--- src/include/accum_settings.svh ---
`ifndef ACCUM_SETTINGS_SVH
`define ACCUM_SETTINGS_SVH

// Run length, words per start
`define ACCUM_LEN 8

// binary16 layout
`define HALF_W 16
`define EXP_W 5
`define MANT_W 10

`define ADDR_W 3 // Memory address bits
`define GUARD_W 3 // Extra low bits kept through alignment
`define ADD_LATENCY 4 // One register per adder stage

// Derived datapath widths
`define ALIGN_W (`MANT_W + `GUARD_W + 1) // hidden + mantissa + guard bits
`define SUM_W (`ALIGN_W + 2) // carry + aligned + sticky

`endif

--- src/logic/accumCtrlPkg.sv ---
`include "accum_settings.svh"

package accumCtrlPkg;

	// Sequencer states
	typedef enum logic [1:0] {
		stIdle, // waiting for start
		stRead, // memory enable high
		stCapture, // read data on the bus
		stWait // adder in flight
	} seqState_t;

	typedef logic [`ADDR_W-1:0] memAddr_t;

	// One bit wider than the address, reaches ACCUM_LEN
	typedef logic [`ADDR_W:0] elemIndex_t;

endpackage

--- src/logic/fp16Pkg.sv ---
`include "accum_settings.svh"

package fp16Pkg;

	// Full half word
	typedef struct packed {
		logic sign;
		logic [`EXP_W-1:0] exp;
		logic [`MANT_W-1:0] mant;
	} halfWord_t;

	typedef struct packed {
		logic [`EXP_W-1:0] exp;
		logic [`MANT_W-1:0] mant;
	} halfFields_t;

	// Unsigned part, compared whole or split into fields
	typedef union packed {
		logic [`HALF_W-2:0] mag; // ordering view
		halfFields_t fields; // alignment view
	} halfMag_u;

	typedef logic [`MANT_W:0] sigMant_t; // Hidden one on top
	typedef logic [`ALIGN_W-1:0] alignMant_t;
	typedef logic [`SUM_W-1:0] wideMant_t;

	// Align -> add
	typedef struct packed {
		logic [`EXP_W-1:0] exp; // larger operand's exponent
		logic signBig;
		logic signSmall;
		sigMant_t mantBig;
		alignMant_t mantSmall; // shifted, guard bits below
		logic sticky; // OR of everything shifted out
	} alignedOp_t;

	// Add -> normalize
	typedef struct packed {
		logic sign;
		logic bothNeg; // both operands negative
		logic [`EXP_W-1:0] exp;
		wideMant_t sum;
	} mantSum_t;

	// Normalize -> round
	typedef struct packed {
		logic sign;
		logic bothNeg;
		logic [`EXP_W-1:0] exp;
		logic [`MANT_W-1:0] mant; // hidden one dropped
		logic guard;
		logic round;
		logic sticky;
		logic zero; // whole sum was zero
	} normSum_t;

endpackage

--- src/logic/accumSequencer.sv ---
`include "accum_settings.svh"

module accumSequencer (
	input logic ap_clk,
	input logic ap_rst,
	input logic start,
	input logic continueRun,
	output logic done,
	output logic idle,
	output logic ready,
	output accumCtrlPkg::memAddr_t memAddr,
	output logic memEnable,
	input fp16Pkg::halfWord_t memData,
	output fp16Pkg::halfWord_t opA,
	output fp16Pkg::halfWord_t opB,
	output logic issue,
	input fp16Pkg::halfWord_t sum,
	input logic sumValid,
	output fp16Pkg::halfWord_t result,
	output logic resultValid
);
	import fp16Pkg::*;
	import accumCtrlPkg::*;

	seqState_t state;
	elemIndex_t index;
	logic [$clog2(`ADD_LATENCY)-1:0] waitCnt;
	logic doneReg; // held until continue
	logic accept;
	logic finish; // read state past the last element
	halfWord_t sumReg; // running sum
	halfWord_t loadWord;
	halfWord_t resultReg;

	assign accept = (state == stIdle) && start && !doneReg;
	assign finish = (state == stRead) && (index == elemIndex_t'(`ACCUM_LEN));

	always_ff @(posedge ap_clk) begin
		if (ap_rst) begin
			state <= stIdle;
			index <= '0;
			waitCnt <= '0;
		end else begin
			case (state)
				stIdle: begin
					if (accept) begin
						state <= stRead;
						index <= '0;
					end
				end
				stRead: state <= finish ? stIdle : stCapture;
				stCapture: begin
					state <= stWait;
					waitCnt <= '0;
				end
				stWait: begin
					waitCnt <= waitCnt + 1'b1;
					if (waitCnt == $bits(waitCnt)'(`ADD_LATENCY - 1)) begin
						state <= stRead; // sum arrives with the next read
						index <= index + 1'b1;
					end
				end
				default: state <= stIdle;
			endcase
		end
	end

	always_ff @(posedge ap_clk) begin
		if (accept)
			sumReg <= '0; // +0 start value
		else if (sumValid)
			sumReg <= sum;
		if (state == stCapture)
			loadWord <= memData; // word returned for the read
	end

	always_ff @(posedge ap_clk) begin
		if (ap_rst) begin
			doneReg <= 1'b0;
			resultReg <= '0;
		end else begin
			if (continueRun)
				doneReg <= 1'b0;
			else if (finish)
				doneReg <= 1'b1;
			if (finish)
				resultReg <= sum;
		end
	end

	assign memEnable = (state == stRead) && !finish;
	assign memAddr = index[`ADDR_W-1:0];

	// One add in flight, issued on the first wait cycle
	assign issue = (state == stWait) && (waitCnt == '0);
	assign opA = sumReg;
	assign opB = loadWord;

	assign done = finish | doneReg;
	assign ready = finish;
	assign idle = (state == stIdle) && !start;
	assign resultValid = finish;
	assign result = finish ? sum : resultReg; // Fresh sum in the done cycle

endmodule

--- src/logic/fpAlignStage.sv ---
`include "accum_settings.svh"

module fpAlignStage (
	input logic ap_clk,
	input fp16Pkg::halfWord_t opA,
	input fp16Pkg::halfWord_t opB,
	input logic issue,
	output fp16Pkg::alignedOp_t aligned,
	output logic alignedValid
);
	import fp16Pkg::*;

	halfMag_u magA;
	halfMag_u magB;
	halfMag_u magBig;
	halfMag_u magSmall;
	logic swap;
	logic [`EXP_W-1:0] expDiff;
	sigMant_t sigBig;
	sigMant_t sigSmall;
	logic [2*`ALIGN_W-1:0] shiftWin; // Upper half kept, lower half is sticky
	alignedOp_t alignNext;

	assign magA = opA[`HALF_W-2:0];
	assign magB = opB[`HALF_W-2:0];

	// B strictly larger, ties keep A on top
	assign swap = magA.mag < magB.mag;
	assign magBig = swap ? magB : magA;
	assign magSmall = swap ? magA : magB;

	assign expDiff = magBig.fields.exp - magSmall.fields.exp;

	// Zero exponent means a zero operand, no hidden one
	assign sigBig = {|magBig.fields.exp, magBig.fields.mant};
	assign sigSmall = {|magSmall.fields.exp, magSmall.fields.mant};

	assign shiftWin = {sigSmall, {(`ALIGN_W + `GUARD_W){1'b0}}} >> expDiff;

	always_comb begin
		alignNext.exp = magBig.fields.exp;
		alignNext.signBig = swap ? opB.sign : opA.sign;
		alignNext.signSmall = swap ? opA.sign : opB.sign;
		alignNext.mantBig = sigBig;
		if (expDiff > (`MANT_W + `GUARD_W)) begin
			// Smaller operand entirely below the guard bits
			alignNext.mantSmall = '0;
			alignNext.sticky = |sigSmall;
		end else begin
			alignNext.mantSmall = shiftWin[2*`ALIGN_W-1:`ALIGN_W];
			alignNext.sticky = |shiftWin[`ALIGN_W-1:0];
		end
	end

	always_ff @(posedge ap_clk) begin
		aligned <= alignNext;
		alignedValid <= issue;
	end

endmodule

--- src/logic/fpMantissaAddStage.sv ---
`include "accum_settings.svh"

module fpMantissaAddStage (
	input logic ap_clk,
	input fp16Pkg::alignedOp_t aligned,
	input logic alignedValid,
	output fp16Pkg::mantSum_t mantSum,
	output logic mantSumValid
);
	import fp16Pkg::*;

	wideMant_t bigWide;
	wideMant_t smallWide;
	wideMant_t sumWide;
	logic effSub; // signs differ, so subtract

	// Same bit weights for both, sticky in the LSB of the smaller
	assign bigWide = {1'b0, aligned.mantBig, {(`GUARD_W + 1){1'b0}}};
	assign smallWide = {1'b0, aligned.mantSmall, aligned.sticky};

	assign effSub = aligned.signBig ^ aligned.signSmall;

	// Larger minus smaller never goes negative
	assign sumWide = effSub ? bigWide - smallWide : bigWide + smallWide;

	always_ff @(posedge ap_clk) begin
		mantSum.sign <= aligned.signBig; // larger operand decides
		mantSum.bothNeg <= aligned.signBig & aligned.signSmall;
		mantSum.exp <= aligned.exp;
		mantSum.sum <= sumWide;
		mantSumValid <= alignedValid;
	end

endmodule

--- src/logic/fpNormalizeStage.sv ---
`include "accum_settings.svh"

module fpNormalizeStage (
	input logic ap_clk,
	input fp16Pkg::mantSum_t mantSum,
	input logic mantSumValid,
	output fp16Pkg::normSum_t normSum,
	output logic normValid
);
	import fp16Pkg::*;

	typedef logic [$clog2(`SUM_W)-1:0] shAmt_t;

	wideMant_t sumIn;
	wideMant_t shifted; // Hidden one lands at SUM_W-2
	shAmt_t lead;
	shAmt_t lz;
	logic [`EXP_W-1:0] expNext;
	normSum_t normNext;

	assign sumIn = mantSum.sum;

	// Priority encoder, highest set bit wins
	always_comb begin
		lead = '0;
		for (int i = 0; i < `SUM_W; i++) begin
			if (sumIn[i])
				lead = shAmt_t'(i);
		end
	end

	assign lz = shAmt_t'(`SUM_W - 2) - lead;

	always_comb begin
		if (sumIn[`SUM_W-1]) begin
			// Carry out, one step right, dropped bit joins sticky
			shifted = {1'b0, sumIn[`SUM_W-1:2], sumIn[1] | sumIn[0]};
			expNext = mantSum.exp + 1'b1;
		end else begin
			shifted = sumIn << lz; // cancellation, pull leading one up
			expNext = mantSum.exp - `EXP_W'(lz);
		end
	end

	always_comb begin
		normNext.sign = mantSum.sign;
		normNext.bothNeg = mantSum.bothNeg;
		normNext.exp = expNext;
		normNext.mant = shifted[`SUM_W-3:`GUARD_W+1];
		normNext.guard = shifted[`GUARD_W];
		normNext.round = shifted[`GUARD_W-1];
		normNext.sticky = |shifted[`GUARD_W-2:0];
		normNext.zero = ~|sumIn;
	end

	always_ff @(posedge ap_clk) begin
		normSum <= normNext;
		normValid <= mantSumValid;
	end

endmodule

--- src/logic/fpRoundStage.sv ---
`include "accum_settings.svh"

module fpRoundStage (
	input logic ap_clk,
	input fp16Pkg::normSum_t normSum,
	input logic normValid,
	output fp16Pkg::halfWord_t sum,
	output logic sumValid
);
	import fp16Pkg::*;

	logic roundUp;
	logic [`MANT_W:0] mantUp; // Extra bit catches the mantissa carry
	halfWord_t sumNext;

	// Nearest even, ties go to the even mantissa
	assign roundUp = normSum.guard & (normSum.round | normSum.sticky | normSum.mant[0]);
	assign mantUp = {1'b0, normSum.mant} + 1'b1;

	always_comb begin
		sumNext.sign = normSum.sign;
		sumNext.exp = normSum.exp;
		sumNext.mant = normSum.mant;
		if (normSum.zero) begin
			// Only -0 plus -0 keeps the minus
			sumNext.sign = normSum.bothNeg;
			sumNext.exp = '0;
			sumNext.mant = '0;
		end else if (roundUp) begin
			sumNext.mant = mantUp[`MANT_W-1:0]; // wraps to zero on carry
			sumNext.exp = normSum.exp + `EXP_W'(mantUp[`MANT_W]);
		end
	end

	always_ff @(posedge ap_clk) begin
		sum <= sumNext;
		sumValid <= normValid;
	end

endmodule

--- src/logic/halfVectorAccum.sv ---
module halfVectorAccum (
	input logic ap_clk,
	input logic ap_rst,
	input logic start,
	input logic continueRun,
	output logic done,
	output logic idle,
	output logic ready,
	output accumCtrlPkg::memAddr_t memAddr,
	output logic memEnable,
	input fp16Pkg::halfWord_t memData,
	output fp16Pkg::halfWord_t result,
	output logic resultValid
);

	// Adder chain between stages
	fp16Pkg::halfWord_t opA;
	fp16Pkg::halfWord_t opB;
	logic issue;
	fp16Pkg::alignedOp_t aligned;
	logic alignedValid;
	fp16Pkg::mantSum_t mantSum;
	logic mantSumValid;
	fp16Pkg::normSum_t normSum;
	logic normValid;
	fp16Pkg::halfWord_t sum;
	logic sumValid;

	accumSequencer seq (
		.ap_clk(ap_clk),
		.ap_rst(ap_rst),
		.start(start),
		.continueRun(continueRun),
		.done(done),
		.idle(idle),
		.ready(ready),
		.memAddr(memAddr),
		.memEnable(memEnable),
		.memData(memData),
		.opA(opA),
		.opB(opB),
		.issue(issue),
		.sum(sum),
		.sumValid(sumValid),
		.result(result),
		.resultValid(resultValid)
	);

	fpAlignStage align (.ap_clk(ap_clk), .opA(opA), .opB(opB), .issue(issue),
		.aligned(aligned), .alignedValid(alignedValid));

	fpMantissaAddStage add (.ap_clk(ap_clk), .aligned(aligned), .alignedValid(alignedValid),
		.mantSum(mantSum), .mantSumValid(mantSumValid));

	fpNormalizeStage norm (.ap_clk(ap_clk), .mantSum(mantSum), .mantSumValid(mantSumValid),
		.normSum(normSum), .normValid(normValid));

	fpRoundStage rnd (.ap_clk(ap_clk), .normSum(normSum), .normValid(normValid),
		.sum(sum), .sumValid(sumValid));

endmodule

--- config.mk ---
export PLATFORM = sky130hd
export DESIGN_NAME = halfVectorAccum
export DESIGN_NICKNAME = d
export VERILOG_FILES = /design/src/logic/accumCtrlPkg.sv /design/src/logic/fp16Pkg.sv /design/src/logic/accumSequencer.sv /design/src/logic/fpAlignStage.sv /design/src/logic/fpMantissaAddStage.sv /design/src/logic/fpNormalizeStage.sv /design/src/logic/fpRoundStage.sv /design/src/logic/halfVectorAccum.sv
export VERILOG_INCLUDE_DIRS = /design/src /design/src/include
export SDC_FILE = /design/constraint.sdc
export NUM_CORES = 1
export LEC_CHECK = 0
export ABC_CLOCK_PERIOD_IN_PS = 5100
export BUFFER_PORTS_ARGS = -buffer_cell sky130_fd_sc_hd__buf_2
export CAP_MARGIN = 20
export CORE_MARGIN = 2
export CORE_UTILIZATION = 45
export DETAILED_ROUTE_END_ITERATION = 7
export PLACE_DENSITY = 0.63
export SLEW_MARGIN = 40
export SYNTH_ARGS = -nofsm -noshare
export SYNTH_HDL_FRONTEND = slang
export SYNTH_SLANG_ARGS = --single-unit
--- constraint.sdc ---
create_clock -name ap_clk -period 5.1 [get_ports ap_clk]
set_input_delay 0.51 -clock ap_clk [delete_from_list [all_inputs] [get_ports ap_clk]]
set_output_delay 0.51 -clock ap_clk [all_outputs]
set_load 0.01 [all_outputs]
==> results.yml <==
synth:
  synthesis.area_mm2: 0.00826
  synth_fp_nets: 1005
  synth_edf_count: 16
  synthFlopType: "dfxtp_1"
  postSynthAreaPerCell_um2: 8.92
  syn_inst: 926
  async_reset_ff_share_pct: 0
  yosysUniqueCellTypes: 69
  ys_ff_latch: 154
  yosysWarnings: 0
  yosysTopAreaCellShare_pct: 33.5
  yosysSeqAreaShare_pct: 39.3
  ys_top_cells_by_area: "dfxtp_1 (33%), ha_1 (8.6%), mux2i_1 (6.4%)"
  yosysTopAreaCell: "dfxtp_1"
finish:
  num-fill-cells: 1683
  area_delta_synth_final_pct: 12.0
  final_util_pct: 51.5
  nets: 1037
  diodes: 0
  drive_gt1_share_pct: 12.5
die:
  rows: 49
  core_mm2: 0.0180
  dieHeight_um: 139
  die-area_mm2: 0.0194
  die_w_um: 139
  ios: 44
  start_util_pct: 46.0
routing:
  routed_via_density: 5.38
  drc: 0
  post_drt_wl_per_cell_um: 15.7
  ant_nets: 0
  vias: 6452
  drt_first_pass_iters: 5
  drt_iter0_markers: 373
  drt-total-wl_mm: 18.8
clock_network:
  post_cts_resized: 0
  clk-insertion-delay-late_ns: 0.43
  cts_tree: "yes"
  root_buffer: "clkbuf_16"
  cts-hold-fix-buffers: 0
  cts_max_path_buffers: 2
  cts_setup_buffers: 0
  cts.clk_slew.worst_paths_ns: 0.07
  htreeDepth: 4
  clock_sinks: 154
  numCtsBuffers: 17
timing:
  fin_skew_ns: 0.00959
  drv_slew: 0
  worst_slew_pin_slew_ns: 0.613
  max-slew-margin-rel_pct: 59.0
  max_freq_mhz: 240
  finalSetupTns_ns: 0
  finalHoldViolCount: 0
  setup_viol: 0
  rsz0062_at_grt: "no"
  period_needed_ns: 4.17
  final.period_utilization_pct: 81.8
global_routing:
  overflow: 0
  antenna_found_initial: 0
  grt_pass1_vias: 6143
  grtUsageTotal_pct: 20.1
  grt_first_pass_wirelength_mm: 31.3
  grt_max_degree: 55
setup_path:
  crit_path_cell_trace: "inv_1 -> ha_1 -> nand2_1 -> o21ai_0 -> a41o_1 -> a211oi_1 -> a22oi_2 -> ha_1 -> buf_4 -> and2_1 -> a22oi_1 -> mux2i_1 -> a221o_1 -> a21oi_1 -> a22oi_1 -> nor4_1 -> a211oi_1"
  critical-path-max-stage-delay_ns: 0.42
  path_class: "reg -> reg"
  crit_fanout: 17
  end_kind: "flip-flop"
  worst_path_max_delay_cell: "edfxtp_1"
  crit_required_ns: 5.40
  crit_family: "compound AO/OA/AOI/OAI gates"
  startpoint_type: "flip-flop"
  critPathBufInv: 2
  worstPathArrival_ns: 4.47
worst_hold_path:
  hp-class: "in -> reg"
placed_design:
  port_buffers: 43
  gp_congestion: 0.903
  dp_hpwl_mm: 14.3
outcome:
  outcome: "complete, no violations"
job:
  cap_violations: 0
power_and_ir_drop:
  p_per_area_mw_per_mm2: 488
  vdd_drop_max_mv: 0.353
  leakage_nw: 3.96
## flip-flops by register name, summed over array words and instances, names as in the netlist
name                count
seq.opB                16
seq.doneReg             1
seq.waitCnt             2
align.alignedValid      1
align.aligned          33
rnd.sumValid            1
add.mantSumValid        1
seq.opA                16
seq.state               2
seq.resultReg          16
norm.normSum           21
norm.normValid          1
seq.index               4
rnd.sum                16
add.mantSum            23
## report_power, final
group / internal [mW] / switching, mW
logic: 0.687 / 0.829
clock network: 0.689 / 0.540
registers: 1.48 / 0.289
total: 2.85 / 1.66
## cells in the final DEF (no fill, tap or decap), drive strengths merged, types with 4 or more instances in the layout
cell    count
a21o       10
nor4        5
a221oi      5
a211oi      8
nand3       9
nor3       22
nor3b       4
mux2       10
o31ai       5
xor2       12
o21ai      38
nand4       6
edfxtp     16
o21bai     10
and2        8
ha         57
inv        74
and3        4
a22o        7
a22oi       6
clkinv      8
clkbuf     17
a211o       4
mux4        9
nand2     122
dfxtp     138
a31oi       4
mux2i      53
nor2b      28
xnor2      23
a21oi      56
nor2       85
nand2b      9
buf        54
## synth_stat cells, types with 4 or more instances
cell      number
nor2_1        85
inv_1         66
xor2_1        12
nand2_1      122
ha_1          57
nor3b_1        4
nor4_1         5
a211oi_1       7
nor2b_1       28
o21ai_0       38
a211o_1        4
mux4_2         8
o21bai_1      10
nand4_1        6
a22o_1         7
buf_4          5
nand2b_1       9
o31ai_1        5
dfxtp_1      138
mux2i_1       53
clkbuf_1      27
mux2_2        10
and2_1         8
a31oi_1        4
a22oi_1        5
xnor2_1       22
and3_1         4
a221oi_1       5
edfxtp_1      16
buf_2          4
nand3_1        9
a21oi_1       54
a21o_1        10
nor3_1        21
## through the flow
stage / instances / total power, mW / hold WS [ns] / instance area (um^2) / setup slack (ns)
after floorplan: 926 / 2.85 / 0.310 / 8260 / 1.29
after global placement: 1168 / 3.28 / 0.311 / 8650 / 1.08
after detailed placement: 1168 / 3.28 / 0.312 / 8650 / 0.973
after CTS: 1200 / 4.52 / 0.224 / 9230 / 0.950
after global routing: 1200 / 4.79 / 0.230 / 9250 / 0.564
final: 1200 / 4.51 / 0.230 / 9250 / 0.928
## logic make-up (layout without fill, tap and decap cells)
kind of cell,Yosys count,after routing,share of synthesized area [%]
AND/OR/NAND/NOR,315,315,17.5
AO/OA/AOI/OAI,181,181,14.5
flip-flops,154,154,39.3
buffers and inverters,110,155,5.47
multiplexers,72,72,10.3
adder cells (fa/ha/maj),59,59,9.12
XOR/XNOR,35,35,3.80
## worst paths after layout
| check | startpoint | to | slack [ns] | depth (start not counted) |
|---|---|---|---|---|
| min reg2reg | norm.normValid | rnd.sumValid | 0.33 | 0 |
| max reg2reg | seq.opB[10] | align.aligned[0] | 0.93 | 17 |
| max | seq.opB[10] | align.aligned[0] | 0.93 | 17 |
| min | continueRun | seq.doneReg | 0.23 | 2 |
## per-layer routing
| layer | up-vias | GRT usage [%] | routed length [um] |
|---|---|---|---|
| li1 | 3270 | - | - |
| met1 | 2996 | 27.9 | 9250 |
| met2 | 155 | 31.5 | 8490 |
| met3 | 31 | 4.06 | 752 |
| met4 | 0 | 6.49 | 344 |
| met5 | - | 0 | 0 |
## worst register-to-register path, delay by kind of cell (launching register included)
kind | cells | cell delay, ns
simple gates | 3 | 0.70
flops | 1 | 0.42
mux | 1 | 0.10
compound gates | 9 | 1.74
fa+ha+maj | 2 | 0.68
buf+inv | 2 | 0.37
## area by class of cell
cell class | count | area [um^2] | share of cell area [%]
multi-input combinational | 662 | 4580 | 49.5
tap | 229 | 287 | 3.10
timing repair buffer | 54 | 298 | 3.22
sequential | 154 | 3250 | 35.1
clock inverter | 15 | 155 | 1.68
clock buffer | 17 | 425 | 4.60
inverter | 69 | 259 | 2.80
No activity file was read; power rests on OpenSTA's default activity.
